<file path="src/source/weights.mem">
// one 128-bit matrix per line, layer 0 first, row 3 weight 3 leftmost, row 0 weight 0 rightmost
E8100C0820F4060AFC0C18F00408F810
F008F82010101010F40C14FC0810F018
30303030F81C080C1808F40A0CF81014

</file>
<file path="src/source/mlp_pkg.sv">
package mlp_pkg;

    // engine sizes
    localparam int NUM_NEURON  = 4;   // neurons per layer, also number of engine inputs
    localparam int LAYER_MAX   = 3;   // fully connected layers
    localparam int INPUT_SIZE  = 8;   // neuron input / output width, signed
    localparam int WEIGHT_SIZE = 8;   // weight width, signed
    localparam int ACC_SIZE    = 20;  // holds NUM_NEURON full products with headroom
    localparam int FRAC_BITS   = 4;   // fixed-point shift after accumulation
    localparam int LAYER_W     = 2;   // layer index width

    // fixed-point words
    typedef logic signed [INPUT_SIZE-1:0]  data_t;
    typedef logic signed [WEIGHT_SIZE-1:0] weight_t;

    // whole layer of neuron values, element k belongs to neuron k
    typedef data_t [NUM_NEURON-1:0] neuron_vec_t;

    // weights into one neuron, element j multiplies input j
    typedef weight_t [NUM_NEURON-1:0] weight_row_t;

    // one layer's matrix, row k feeds neuron k
    typedef weight_row_t [NUM_NEURON-1:0] weight_mat_t;

    typedef logic [NUM_NEURON-1:0] mask_t;  // bit k enables neuron k

    // active neurons per layer, index 0 is layer 0
    // the last layer only uses the lower three neurons
    localparam mask_t [LAYER_MAX-1:0] LAYER_MASKS = {
        mask_t'(3'b111),
        {NUM_NEURON{1'b1}},
        {NUM_NEURON{1'b1}}
    };

    // weight image, one hex line per layer starting with layer 0
    // each line is a full weight_mat_t, so the leftmost byte is
    // row NUM_NEURON-1 weight NUM_NEURON-1 and the rightmost is row 0 weight 0
    localparam string WEIGHTS_FILE = "/design/src/source/weights.mem";

endpackage

</file>
<file path="src/source/weight_rom.sv">
`timescale 1ns/1ps

module weight_rom (
    input  logic                         clk,
    input  logic [mlp_pkg::LAYER_W-1:0]  addr,   // layer index
    output mlp_pkg::weight_mat_t         rdata   // whole matrix, one cycle after addr
);

    import mlp_pkg::*;

    // one matrix per layer
    weight_mat_t mem [LAYER_MAX];

    // image comes from the hex file, nothing writes it afterwards
    initial begin
        $readmemh(WEIGHTS_FILE, mem);
    end

    // read port is always enabled, the sequencer just steers addr
    always_ff @(posedge clk) begin
        rdata <= mem[addr];  // registered read, maps onto block ram
    end

endmodule

</file>
<file path="src/source/neuron_unit.sv">
`timescale 1ns/1ps

module neuron_unit (
    input  logic                  clk,
    input  logic                  rst,
    input  logic                  layer_start,  // one-cycle kick, broadcast
    input  logic                  active,       // low forces a zero result
    input  mlp_pkg::neuron_vec_t  inputs,       // previous layer outputs
    input  mlp_pkg::weight_row_t  weights,      // this neuron's row of the matrix
    output mlp_pkg::data_t        result,
    output logic                  valid         // level, held until next layer_start
);

    import mlp_pkg::*;

    neuron_vec_t                       in_sr;    // operands still to consume
    weight_row_t                       w_sr;
    logic signed [ACC_SIZE-1:0]        acc;
    logic [$clog2(NUM_NEURON+1)-1:0]   step;     // products already summed
    logic                              run;

    data_t                             in_head;
    weight_t                           w_head;
    logic signed [ACC_SIZE-1:0]        acc_base;
    logic signed [ACC_SIZE-1:0]        acc_sum;
    logic signed [ACC_SIZE-1:0]        shifted;
    logic                              last_step;
    data_t                             sat_value;

    // the first product is taken straight from the ports on the layer_start edge,
    // so the shift registers only need to supply the remaining operands
    assign in_head  = layer_start ? inputs[0]  : in_sr[0];
    assign w_head   = layer_start ? weights[0] : w_sr[0];
    assign acc_base = layer_start ? '0 : acc;   // fresh sum for a new layer
    assign acc_sum  = acc_base + in_head * w_head;

    assign last_step = run && (step == NUM_NEURON);

    assign shifted = acc >>> FRAC_BITS;  // arithmetic, keeps the sign

    // relu then clamp to the largest positive data_t
    always_comb begin
        if (!active || shifted[ACC_SIZE-1]) begin
            sat_value = '0;
        end else if (|shifted[ACC_SIZE-2:INPUT_SIZE-1]) begin
            sat_value = {1'b0, {(INPUT_SIZE-1){1'b1}}};
        end else begin
            sat_value = shifted[INPUT_SIZE-1:0];
        end
    end

    // control
    always_ff @(posedge clk) begin
        if (rst) begin
            run   <= 1'b0;
            step  <= '0;
            valid <= 1'b0;
        end else if (layer_start) begin
            run   <= 1'b1;
            step  <= 1'b1;   // product 0 goes in on this edge
            valid <= 1'b0;   // drop the previous layer's result
        end else if (last_step) begin
            run   <= 1'b0;
            valid <= 1'b1;
        end else if (run) begin
            step <= step + 1'b1;
        end
    end

    // datapath
    always_ff @(posedge clk) begin
        if (layer_start) begin
            in_sr <= inputs >> INPUT_SIZE;
            w_sr  <= weights >> WEIGHT_SIZE;
            acc   <= acc_sum;
        end else if (run && !last_step) begin
            in_sr <= in_sr >> INPUT_SIZE;
            w_sr  <= w_sr >> WEIGHT_SIZE;
            acc   <= acc_sum;
        end

        if (last_step) begin
            result <= sat_value;  // shift, relu and saturate stage
        end
    end

endmodule

</file>
<file path="src/source/layer_sequencer.sv">
`timescale 1ns/1ps

module layer_sequencer (
    input  logic                         clk,
    input  logic                         rst,
    input  logic                         start,           // ignored while busy
    input  mlp_pkg::neuron_vec_t         in_data,         // engine inputs, taken on start
    input  mlp_pkg::weight_mat_t         rom_data,
    input  mlp_pkg::neuron_vec_t         neuron_results,
    input  mlp_pkg::mask_t               neuron_valid,
    output logic [mlp_pkg::LAYER_W-1:0]  rom_addr,
    output mlp_pkg::neuron_vec_t         layer_inputs,    // broadcast to every neuron
    output mlp_pkg::weight_mat_t         layer_weights,   // row k to neuron k
    output mlp_pkg::mask_t               active,
    output logic                         layer_start,
    output logic [mlp_pkg::LAYER_W-1:0]  layer_num,
    output logic                         busy,
    output logic                         done,
    output mlp_pkg::neuron_vec_t         final_output
);

    import mlp_pkg::*;

    typedef enum logic [1:0] {
        IDLE,
        LOAD,   // rom output for the new layer gets registered
        FIRE,   // latch weights and mask, kick the neurons
        WAIT    // wait for every active neuron
    } state_t;

    state_t               state;
    logic [LAYER_W-1:0]   layer;
    logic                 last_layer;
    logic                 layer_done;

    assign rom_addr  = layer;
    assign layer_num = layer;

    assign last_layer = (layer == LAYER_W'(LAYER_MAX - 1));

    // only the enabled neurons count toward completion
    // during the layer_start cycle the neurons still show the previous
    // layer's valid, so that cycle is skipped
    assign layer_done = !layer_start && ((neuron_valid & active) == active);

    // control
    always_ff @(posedge clk) begin
        if (rst) begin
            state        <= IDLE;
            layer        <= '0;
            active       <= '0;
            layer_start  <= 1'b0;
            busy         <= 1'b0;
            done         <= 1'b0;
            final_output <= '0;
        end else begin
            layer_start <= 1'b0;  // both are single-cycle pulses
            done        <= 1'b0;

            case (state)
                IDLE: begin
                    if (start) begin
                        layer <= '0;
                        busy  <= 1'b1;
                        state <= LOAD;
                    end
                end

                LOAD: begin
                    state <= FIRE;  // rom_addr already points at this layer
                end

                FIRE: begin
                    active      <= LAYER_MASKS[layer];
                    layer_start <= 1'b1;
                    state       <= WAIT;
                end

                WAIT: begin
                    if (layer_done) begin
                        if (last_layer) begin
                            final_output <= neuron_results;
                            done         <= 1'b1;
                            busy         <= 1'b0;
                            layer        <= '0;
                            state        <= IDLE;
                        end else begin
                            layer <= layer + 1'b1;
                            state <= LOAD;
                        end
                    end
                end

                default: begin
                    state <= IDLE;
                end
            endcase
        end
    end

    // layer operand buffers
    always_ff @(posedge clk) begin
        if (state == IDLE && start) begin
            layer_inputs <= in_data;                   // first layer sees the engine inputs
        end else if (state == WAIT && layer_done && !last_layer) begin
            layer_inputs <= neuron_results;            // feed forward
        end

        if (state == FIRE) begin
            layer_weights <= rom_data;
        end
    end

endmodule

</file>
<file path="src/source/mlp_top.sv">
`timescale 1ns/1ps

module mlp_top (
    input  logic                         clk,
    input  logic                         rst,
    input  logic                         start,
    input  mlp_pkg::neuron_vec_t         in_data,
    output logic                         busy,
    output logic                         done,
    output mlp_pkg::neuron_vec_t         final_output,  // valid with done, held until next
    output logic [mlp_pkg::LAYER_W-1:0]  layer_num
);

    import mlp_pkg::*;

    logic [LAYER_W-1:0]  rom_addr;
    weight_mat_t         rom_data;

    neuron_vec_t         layer_inputs;
    weight_mat_t         layer_weights;
    mask_t               active;
    logic                layer_start;

    neuron_vec_t         neuron_results;  // gathered from the neuron array
    mask_t               neuron_valid;

    layer_sequencer layer_sequencer_i (
        .clk            (clk),
        .rst            (rst),
        .start          (start),
        .in_data        (in_data),
        .rom_data       (rom_data),
        .neuron_results (neuron_results),
        .neuron_valid   (neuron_valid),
        .rom_addr       (rom_addr),
        .layer_inputs   (layer_inputs),
        .layer_weights  (layer_weights),
        .active         (active),
        .layer_start    (layer_start),
        .layer_num      (layer_num),
        .busy           (busy),
        .done           (done),
        .final_output   (final_output)
    );

    weight_rom weight_rom_i (
        .clk   (clk),
        .addr  (rom_addr),
        .rdata (rom_data)
    );

    // shared neuron array, reused by every layer
    for (genvar k = 0; k < NUM_NEURON; k++) begin : g_neuron
        neuron_unit neuron_unit_i (
            .clk         (clk),
            .rst         (rst),
            .layer_start (layer_start),
            .active      (active[k]),
            .inputs      (layer_inputs),
            .weights     (layer_weights[k]),   // row k of the matrix
            .result      (neuron_results[k]),
            .valid       (neuron_valid[k])
        );
    end

endmodule

</file>
<file path="config.mk">
export PLATFORM = sky130hd
export DESIGN_NAME = mlp_top
export DESIGN_NICKNAME = d
export VERILOG_FILES = /design/src/source/mlp_pkg.sv /design/src/source/weight_rom.sv /design/src/source/neuron_unit.sv /design/src/source/layer_sequencer.sv /design/src/source/mlp_top.sv
export SDC_FILE = /design/constraint.sdc
export NUM_CORES = 1
export LEC_CHECK = 0
export ABC_AREA = 1
export BUFFER_PORTS_ARGS = -buffer_cell sky130_fd_sc_hd__buf_2
export CORE_MARGIN = 3
export CORE_UTILIZATION = 30
export CTS_CLUSTER_SIZE = 16
export DETAILED_ROUTE_END_ITERATION = 10
export PLACE_DENSITY = 0.5
export SKIP_CTS_REPAIR_TIMING = 1
export SYNTH_ARGS = -nofsm -noshare
export SYNTH_HDL_FRONTEND = slang
export SYNTH_SLANG_ARGS = --single-unit
</file>
<file path="constraint.sdc">
create_clock -name clk -period 3.9 [get_ports clk]
set_input_delay 0.78 -clock clk [delete_from_list [all_inputs] [get_ports clk]]
set_output_delay 0.78 -clock clk [all_outputs]
set_load 0.02 [all_outputs]
</file>
# ---- After elaboration in Yosys (flattened, before gate mapping)
# Cells that the tools add are included.
dict set report op_classes {
  n_reduce_logical 63
  mul 4
  n_lt_le_gt_ge 1
  add_sub_neg 9
  bitwise 7
  eq_ne 16
  muxes 78
}
# operator n
set op_table {}
lappend op_table {{$mux W24} 16}
lappend op_table {{$mux W20} 12}
lappend op_table {{$add A20 B20 Y20} 4}
lappend op_table {{$mul A8 B8 Y16} 4}
lappend op_table {{$mux W32} 2}
lappend op_table {{$mux W8} 8}
lappend op_table {{$reduce_or A10 Y1} 4}
lappend op_table {{$reduce_or A9 Y1} 4}
lappend op_table {{$mux W7} 4}
lappend op_table {{$reduce_bool A2 Y1} 14}
lappend op_table {{$mux W1} 26}
lappend op_table {{$reduce_and A2 Y1} 9}
lappend op_table {{$add A3 B1 Y3 const B} 4}
lappend op_table {{$eq A3 B3 Y1 const B} 4}
lappend op_table {{$logic_and A1 B1 Y1} 12}
lappend op_table {{$logic_not A1 Y1} 10}
lappend op_table {{$mux W2} 5}
lappend op_table {{$ne A2 B2 Y1 const B} 5}
lappend op_table {{$bmux W4 S2} 1}
lappend op_table {{$pmux W2 S4} 1}
lappend op_table {{$eq A2 B2 Y1 const B} 3}
lappend op_table {{$not A1 Y1} 6}
lappend op_table {{$reduce_and A3 Y1} 2}
lappend op_table {{$and A4 B4 Y4} 1}
lappend op_table {{other kinds (13)} 17}
dict set report totals {
  wordCells 276
  ff_bits 655
  out_inout_bits 36
  in_bits 35
}

# ---- Longest topological paths before layout
dict set report depth {
  depth_word 7
  mapped_depth 8
  ltp_nobuf 8
}

# ---- By module
# From an unflattened synthesis, not the netlist that was laid out.
dict set report unflattened {
  hier_cells 3668
  hier_area_um2 36701.4
}
# mod area_per_inst_um2 instances cells_each seq_area_each_um2
set by_module_without_submodules {}
lappend by_module_without_submodules {{neuron_unit at g_neuron[1].neuron_unit_i} 7287.0 1 786 2382.3}
lappend by_module_without_submodules {{neuron_unit at g_neuron[3].neuron_unit_i} 7231.9 1 780 2382.3}
lappend by_module_without_submodules {{neuron_unit at g_neuron[2].neuron_unit_i} 7210.7 1 786 2382.3}
lappend by_module_without_submodules {{neuron_unit at g_neuron[0].neuron_unit_i} 7200.7 1 781 2382.3}
lappend by_module_without_submodules {layer_sequencer 6806.5 1 406 5625.4}
lappend by_module_without_submodules {weight_rom 964.7 1 129 0.0}

# ---- Least setup slack after synthesis
# Ideal clock, no wire load.
dict set report synth_path {
  path_kind {register -> register}
  start {register g_neuron[0].neuron_unit_i.step[0]}
  end {register g_neuron[0].neuron_unit_i.acc[10], enable pin}
  required_ns 3.528
  slack_ns 2.236
  path_buffers 0
  setup_time_ns 0.372
  period_less_slack_ns 1.664
  path_stages_with_launch 6
  arrival_ns 1.292
  path_cell_list {dfxtp_1 -> inv_1 -> ha_1 -> a21oi_1 -> inv_1 -> nand2_1}
}
dict set report synth_between {
  elab_chain_len 5
}
# element line
set synth_lines {}
lappend synth_lines {{start, declared} neuron_unit.sv:19} ;# logic [$clog2(NUM_NEURON+1)-1:0] step;
lappend synth_lines {{start signal, assigned} neuron_unit.sv:66} ;# step <= step + 1'b1;
lappend synth_lines {{$eq A3 B3 Y1} neuron_unit.sv:37} ;# assign last_step = run && (step == NUM_NEURON);
lappend synth_lines {{$logic_and A1 B1 Y1} neuron_unit.sv:37}
lappend synth_lines {{$logic_not A1 Y1} neuron_unit.sv:76} ;# end else if (run && !last_step) begin
lappend synth_lines {{$logic_and A1 B1 Y1} neuron_unit.sv:76}
lappend synth_lines {{$reduce_bool A2 Y1 (no source line)} --}
lappend synth_lines {{end signal, assigned} neuron_unit.sv:75} ;# acc <= acc_sum;
lappend synth_lines {{end signal, assigned} neuron_unit.sv:79} ;# acc <= acc_sum;
lappend synth_lines {{end, declared} neuron_unit.sv:18} ;# logic signed [ACC_SIZE-1:0] acc;
# No other way between the ends.
# A chain may end at the register's enable or synchronous reset.

# ---- Worst setup path after layout
dict set report layout_path {
  start {register layer_sequencer_i.state[1]}
  end {register layer_sequencer_i.final_output[22] (netlist bit)}
}
dict set report layout_between {
  elab_chain_len 2
}
# element line
set layout_lines {}
lappend layout_lines {{start, declared} layer_sequencer.sv:31} ;# state_t state;
lappend layout_lines {{start signal, assigned} layer_sequencer.sv:49} ;# state <= IDLE;
lappend layout_lines {{start signal, assigned} layer_sequencer.sv:65} ;# state <= LOAD;
lappend layout_lines {{start signal, assigned} layer_sequencer.sv:70} ;# state <= FIRE;
lappend layout_lines {{$eq A2 B2 Y1} layer_sequencer.sv:60} ;# case (state)
lappend layout_lines {{$reduce_and A3 Y1 (no source line)} --}
lappend layout_lines {{end signal, assigned} layer_sequencer.sv:82} ;# final_output <= neuron_results;
lappend layout_lines {{end, declared} layer_sequencer.sv:19} ;# output mlp_pkg::neuron_vec_t final_output
# No other way between the ends.

==> out/qor.yml <==
synth.area.top_cells: "edfxtp_1, dfxtp_1, inv_1"
rsz0062_at_grt: "no"
design_area_um2: 7260
pin_count: 71
start_kind: "flop"
n_antenna_cell: 0
cts_num_sinks: 157
via_per_inst: 4.18
first_pass_iters: 4
reg2reg_from: "layer_sequencer_i.state[1]$_SDFFE_PP0P_"
crit_required_ns: 4.15
num_rows: 52
status: "finished clean"
power_mw: 4.34
worst_pin_slew_ns: 1.05
cts.clk_slew.worst_paths_ns: 0.06
crit_fanout: 61
worst_r2r_path_depth: 6
ff2ff_setup_slack_ns: 1.51
cp.arrival_ns: 2.65
final.setup.worst_slack_ns: 1.51
worstSkewPairLatency_ns: 0.41
fin_crit_ns: 2.39
detail_route.iter0.violations: 146
fmax_mhz: 418
drc_errors: 0
gp_congestion: 0.748
grt_first_pass_wirelength_um: 17600
layout_common_cells: "inv_1, edfxtp_1, nor2_1"
hpwlAfterDp_um: 6990
timing.hold.ws_ns: 0.440
die_w_um: 151
cts_made_buffers: 17
worst_clock_skew_ns: 0.00720
cp-startpoint: "layer_sequencer_i.state[1]$_SDFFE_PP0P_"
antenna_left: 0
portBuffers: 38
finalSetupViolCount: 0
hp-class: "reg2reg"
design.core.area_um2: 20400
netlist_area_um2: 6280
synth-seq-area-share_pct: 65.3
reg2reg_to: "layer_sequencer_i.final_output[22]$_SDFFE_PP0P_"
synth_warnings: 0
leakage_nw: 3.10
final_common_cell: "inv_1"
initial_core_util_pct: 30.8
vias: 3992
synth-seq-cells: 157
post-place-ws_ns: 1.46
fin_crit_sh_pct: 61.4
drv_slew: 0
cts_tree: "yes"
fin_nets: 717
ir_drop_mv: 0.317
clockBufferDepth: 2
hold_viol_final: 0
dieHeight_um: 151
yosys.area.top_type_share_pct: 45.9
overflow: 0
antenna_found_initial: 0
worstSetupEndpointType: "flop"
grt_pass1_vias: 3915
power_density_nw_per_um2: 597
netlist-cell-type-count: 23
wire_per_inst_um: 10.8
grt_max_degree: 71
syn-mean-instance-area_um2: 10.0
htree_levels: 4
area_growth_pct: 15.5
critical_path.endpoint: "layer_sequencer_i.final_output[22]$_SDFFE_PP0P_"
max-cap-violations: 0
critPathKind: "reg2reg"
slew_headroom_pct: 29.7
synth_top_area_cell: "edfxtp_1"
totalNegativeSetupSlack_ns: 0
grt.total_usage_pct: 9.59
syn_inst: 628
placed_cell_area_um2: 6720
drt-total-wl_um: 10300
drive_gt1_share_pct: 11.0
dieArea_um2: 22700
clockRootBuffer: "clkbuf_16"
[area by class of cell]
cell class | instances | area (um^2)
Clock buffer | 22 | 475
Clock inverter | 10 | 61.3
Fill cell | 2046 | 13200
Inverter | 151 | 567
Multi-Input combinational cell | 302 | 1490
Sequential cell | 157 | 4110
Tap cell | 270 | 338
Timing Repair Buffer | 42 | 220
[per-stage QoR]
| stage | utilization (%) | instances |
|---|---|---|
| floorplan | - | 631 |
| global placement | 32.9 | 922 |
| detailed placement | 32.9 | 922 |
| CTS | 35.5 | 954 |
| global route | 35.5 | 954 |
| finish | 35.5 | 954 |
[critical path, cell delays in order, from the launching register on]
cell     delay [ns]
dfxtp_1        0.38
ha_1           0.21
inv_1          0.10
nor2_1         0.14
nand3_2        0.80
o21ai_0        0.52
a21oi_1        0.06
[report_power, final]
group	internal [mW]	switching, mW	leakage (nW)	total (mW)
Sequential	2.10	0.103	1.37	2.20
Clock	0.865	0.612	0.266	1.48
Combinational	0.197	0.459	1.46	0.656
[cells by family after synthesis]
group	share of synthesized area, %
AO/OA/AOI/OAI	10.2
adder cells (fa/ha/maj)	2.19
buffers and inverters	11.1
flip-flops	65.3
other	0.0597
AND/OR/NAND/NOR	11.2
[state kept, by name (all words and copies together) (netlist names)]
register,cells
g_neuron.neuron_unit_i.result,32
g_neuron.neuron_unit_i.run,4
g_neuron.neuron_unit_i.step,12
layer_sequencer_i.layer_start,1
g_neuron.neuron_unit_i.acc,64
layer_sequencer_i.active,2
layer_sequencer_i.final_output,32
layer_sequencer_i.state,2
g_neuron.neuron_unit_i.valid,4
layer_sequencer_i.done,1
layer_sequencer_i.layer_num,2
layer_sequencer_i.busy,1
[worst min path at each step]
stage / endpoint / slack (ns) / from / cells after the start
after floorplan: g_neuron[2].neuron_unit_i.valid$_SDFFE_PP0P_ / 0.44 / g_neuron[2].neuron_unit_i.valid$_SDFFE_PP0P_ / 1
after global placement: layer_sequencer_i.final_output[4]$_SDFFE_PP0P_ / 0.43 / layer_sequencer_i.final_output[4]$_SDFFE_PP0P_ / 2
after detailed placement: layer_sequencer_i.final_output[22]$_SDFFE_PP0P_ / 0.43 / layer_sequencer_i.final_output[22]$_SDFFE_PP0P_ / 2
after CTS: layer_sequencer_i.final_output[22]$_SDFFE_PP0P_ / 0.44 / layer_sequencer_i.final_output[22]$_SDFFE_PP0P_ / 2
after global routing: layer_sequencer_i.final_output[18]$_SDFFE_PP0P_ / 0.45 / layer_sequencer_i.final_output[18]$_SDFFE_PP0P_ / 2
final: layer_sequencer_i.final_output[22]$_SDFFE_PP0P_ / 0.44 / layer_sequencer_i.final_output[22]$_SDFFE_PP0P_ / 2
[Yosys cell counts]
cell / count
nand3_1: 21
nor2_1: 80
nand2_1: 50
a221oi_1: 1
edfxtp_1: 96
nand3_2: 1
nand4_1: 7
ha_1: 11
inv_2: 1
buf_1: 1
buf_2: 7
o21a_1: 4
a21oi_1: 55
inv_1: 150
dfxtp_1: 61
o21ai_0: 22
o21ai_1: 20
conb_1: 1
clkbuf_1: 7
nor3_1: 11
o21bai_1: 14
a21oi_2: 1
buf_6: 6
[routing by layer]
metal	wire (um)	part of all wire (%)	GRT usage, %
met5	0	0	0
met4	203	2.0	4.49
met3	371	3.6	2.11
met2	4850	47	16.5
met1	4890	47	11.4
(Power assumes the default switching activity.)
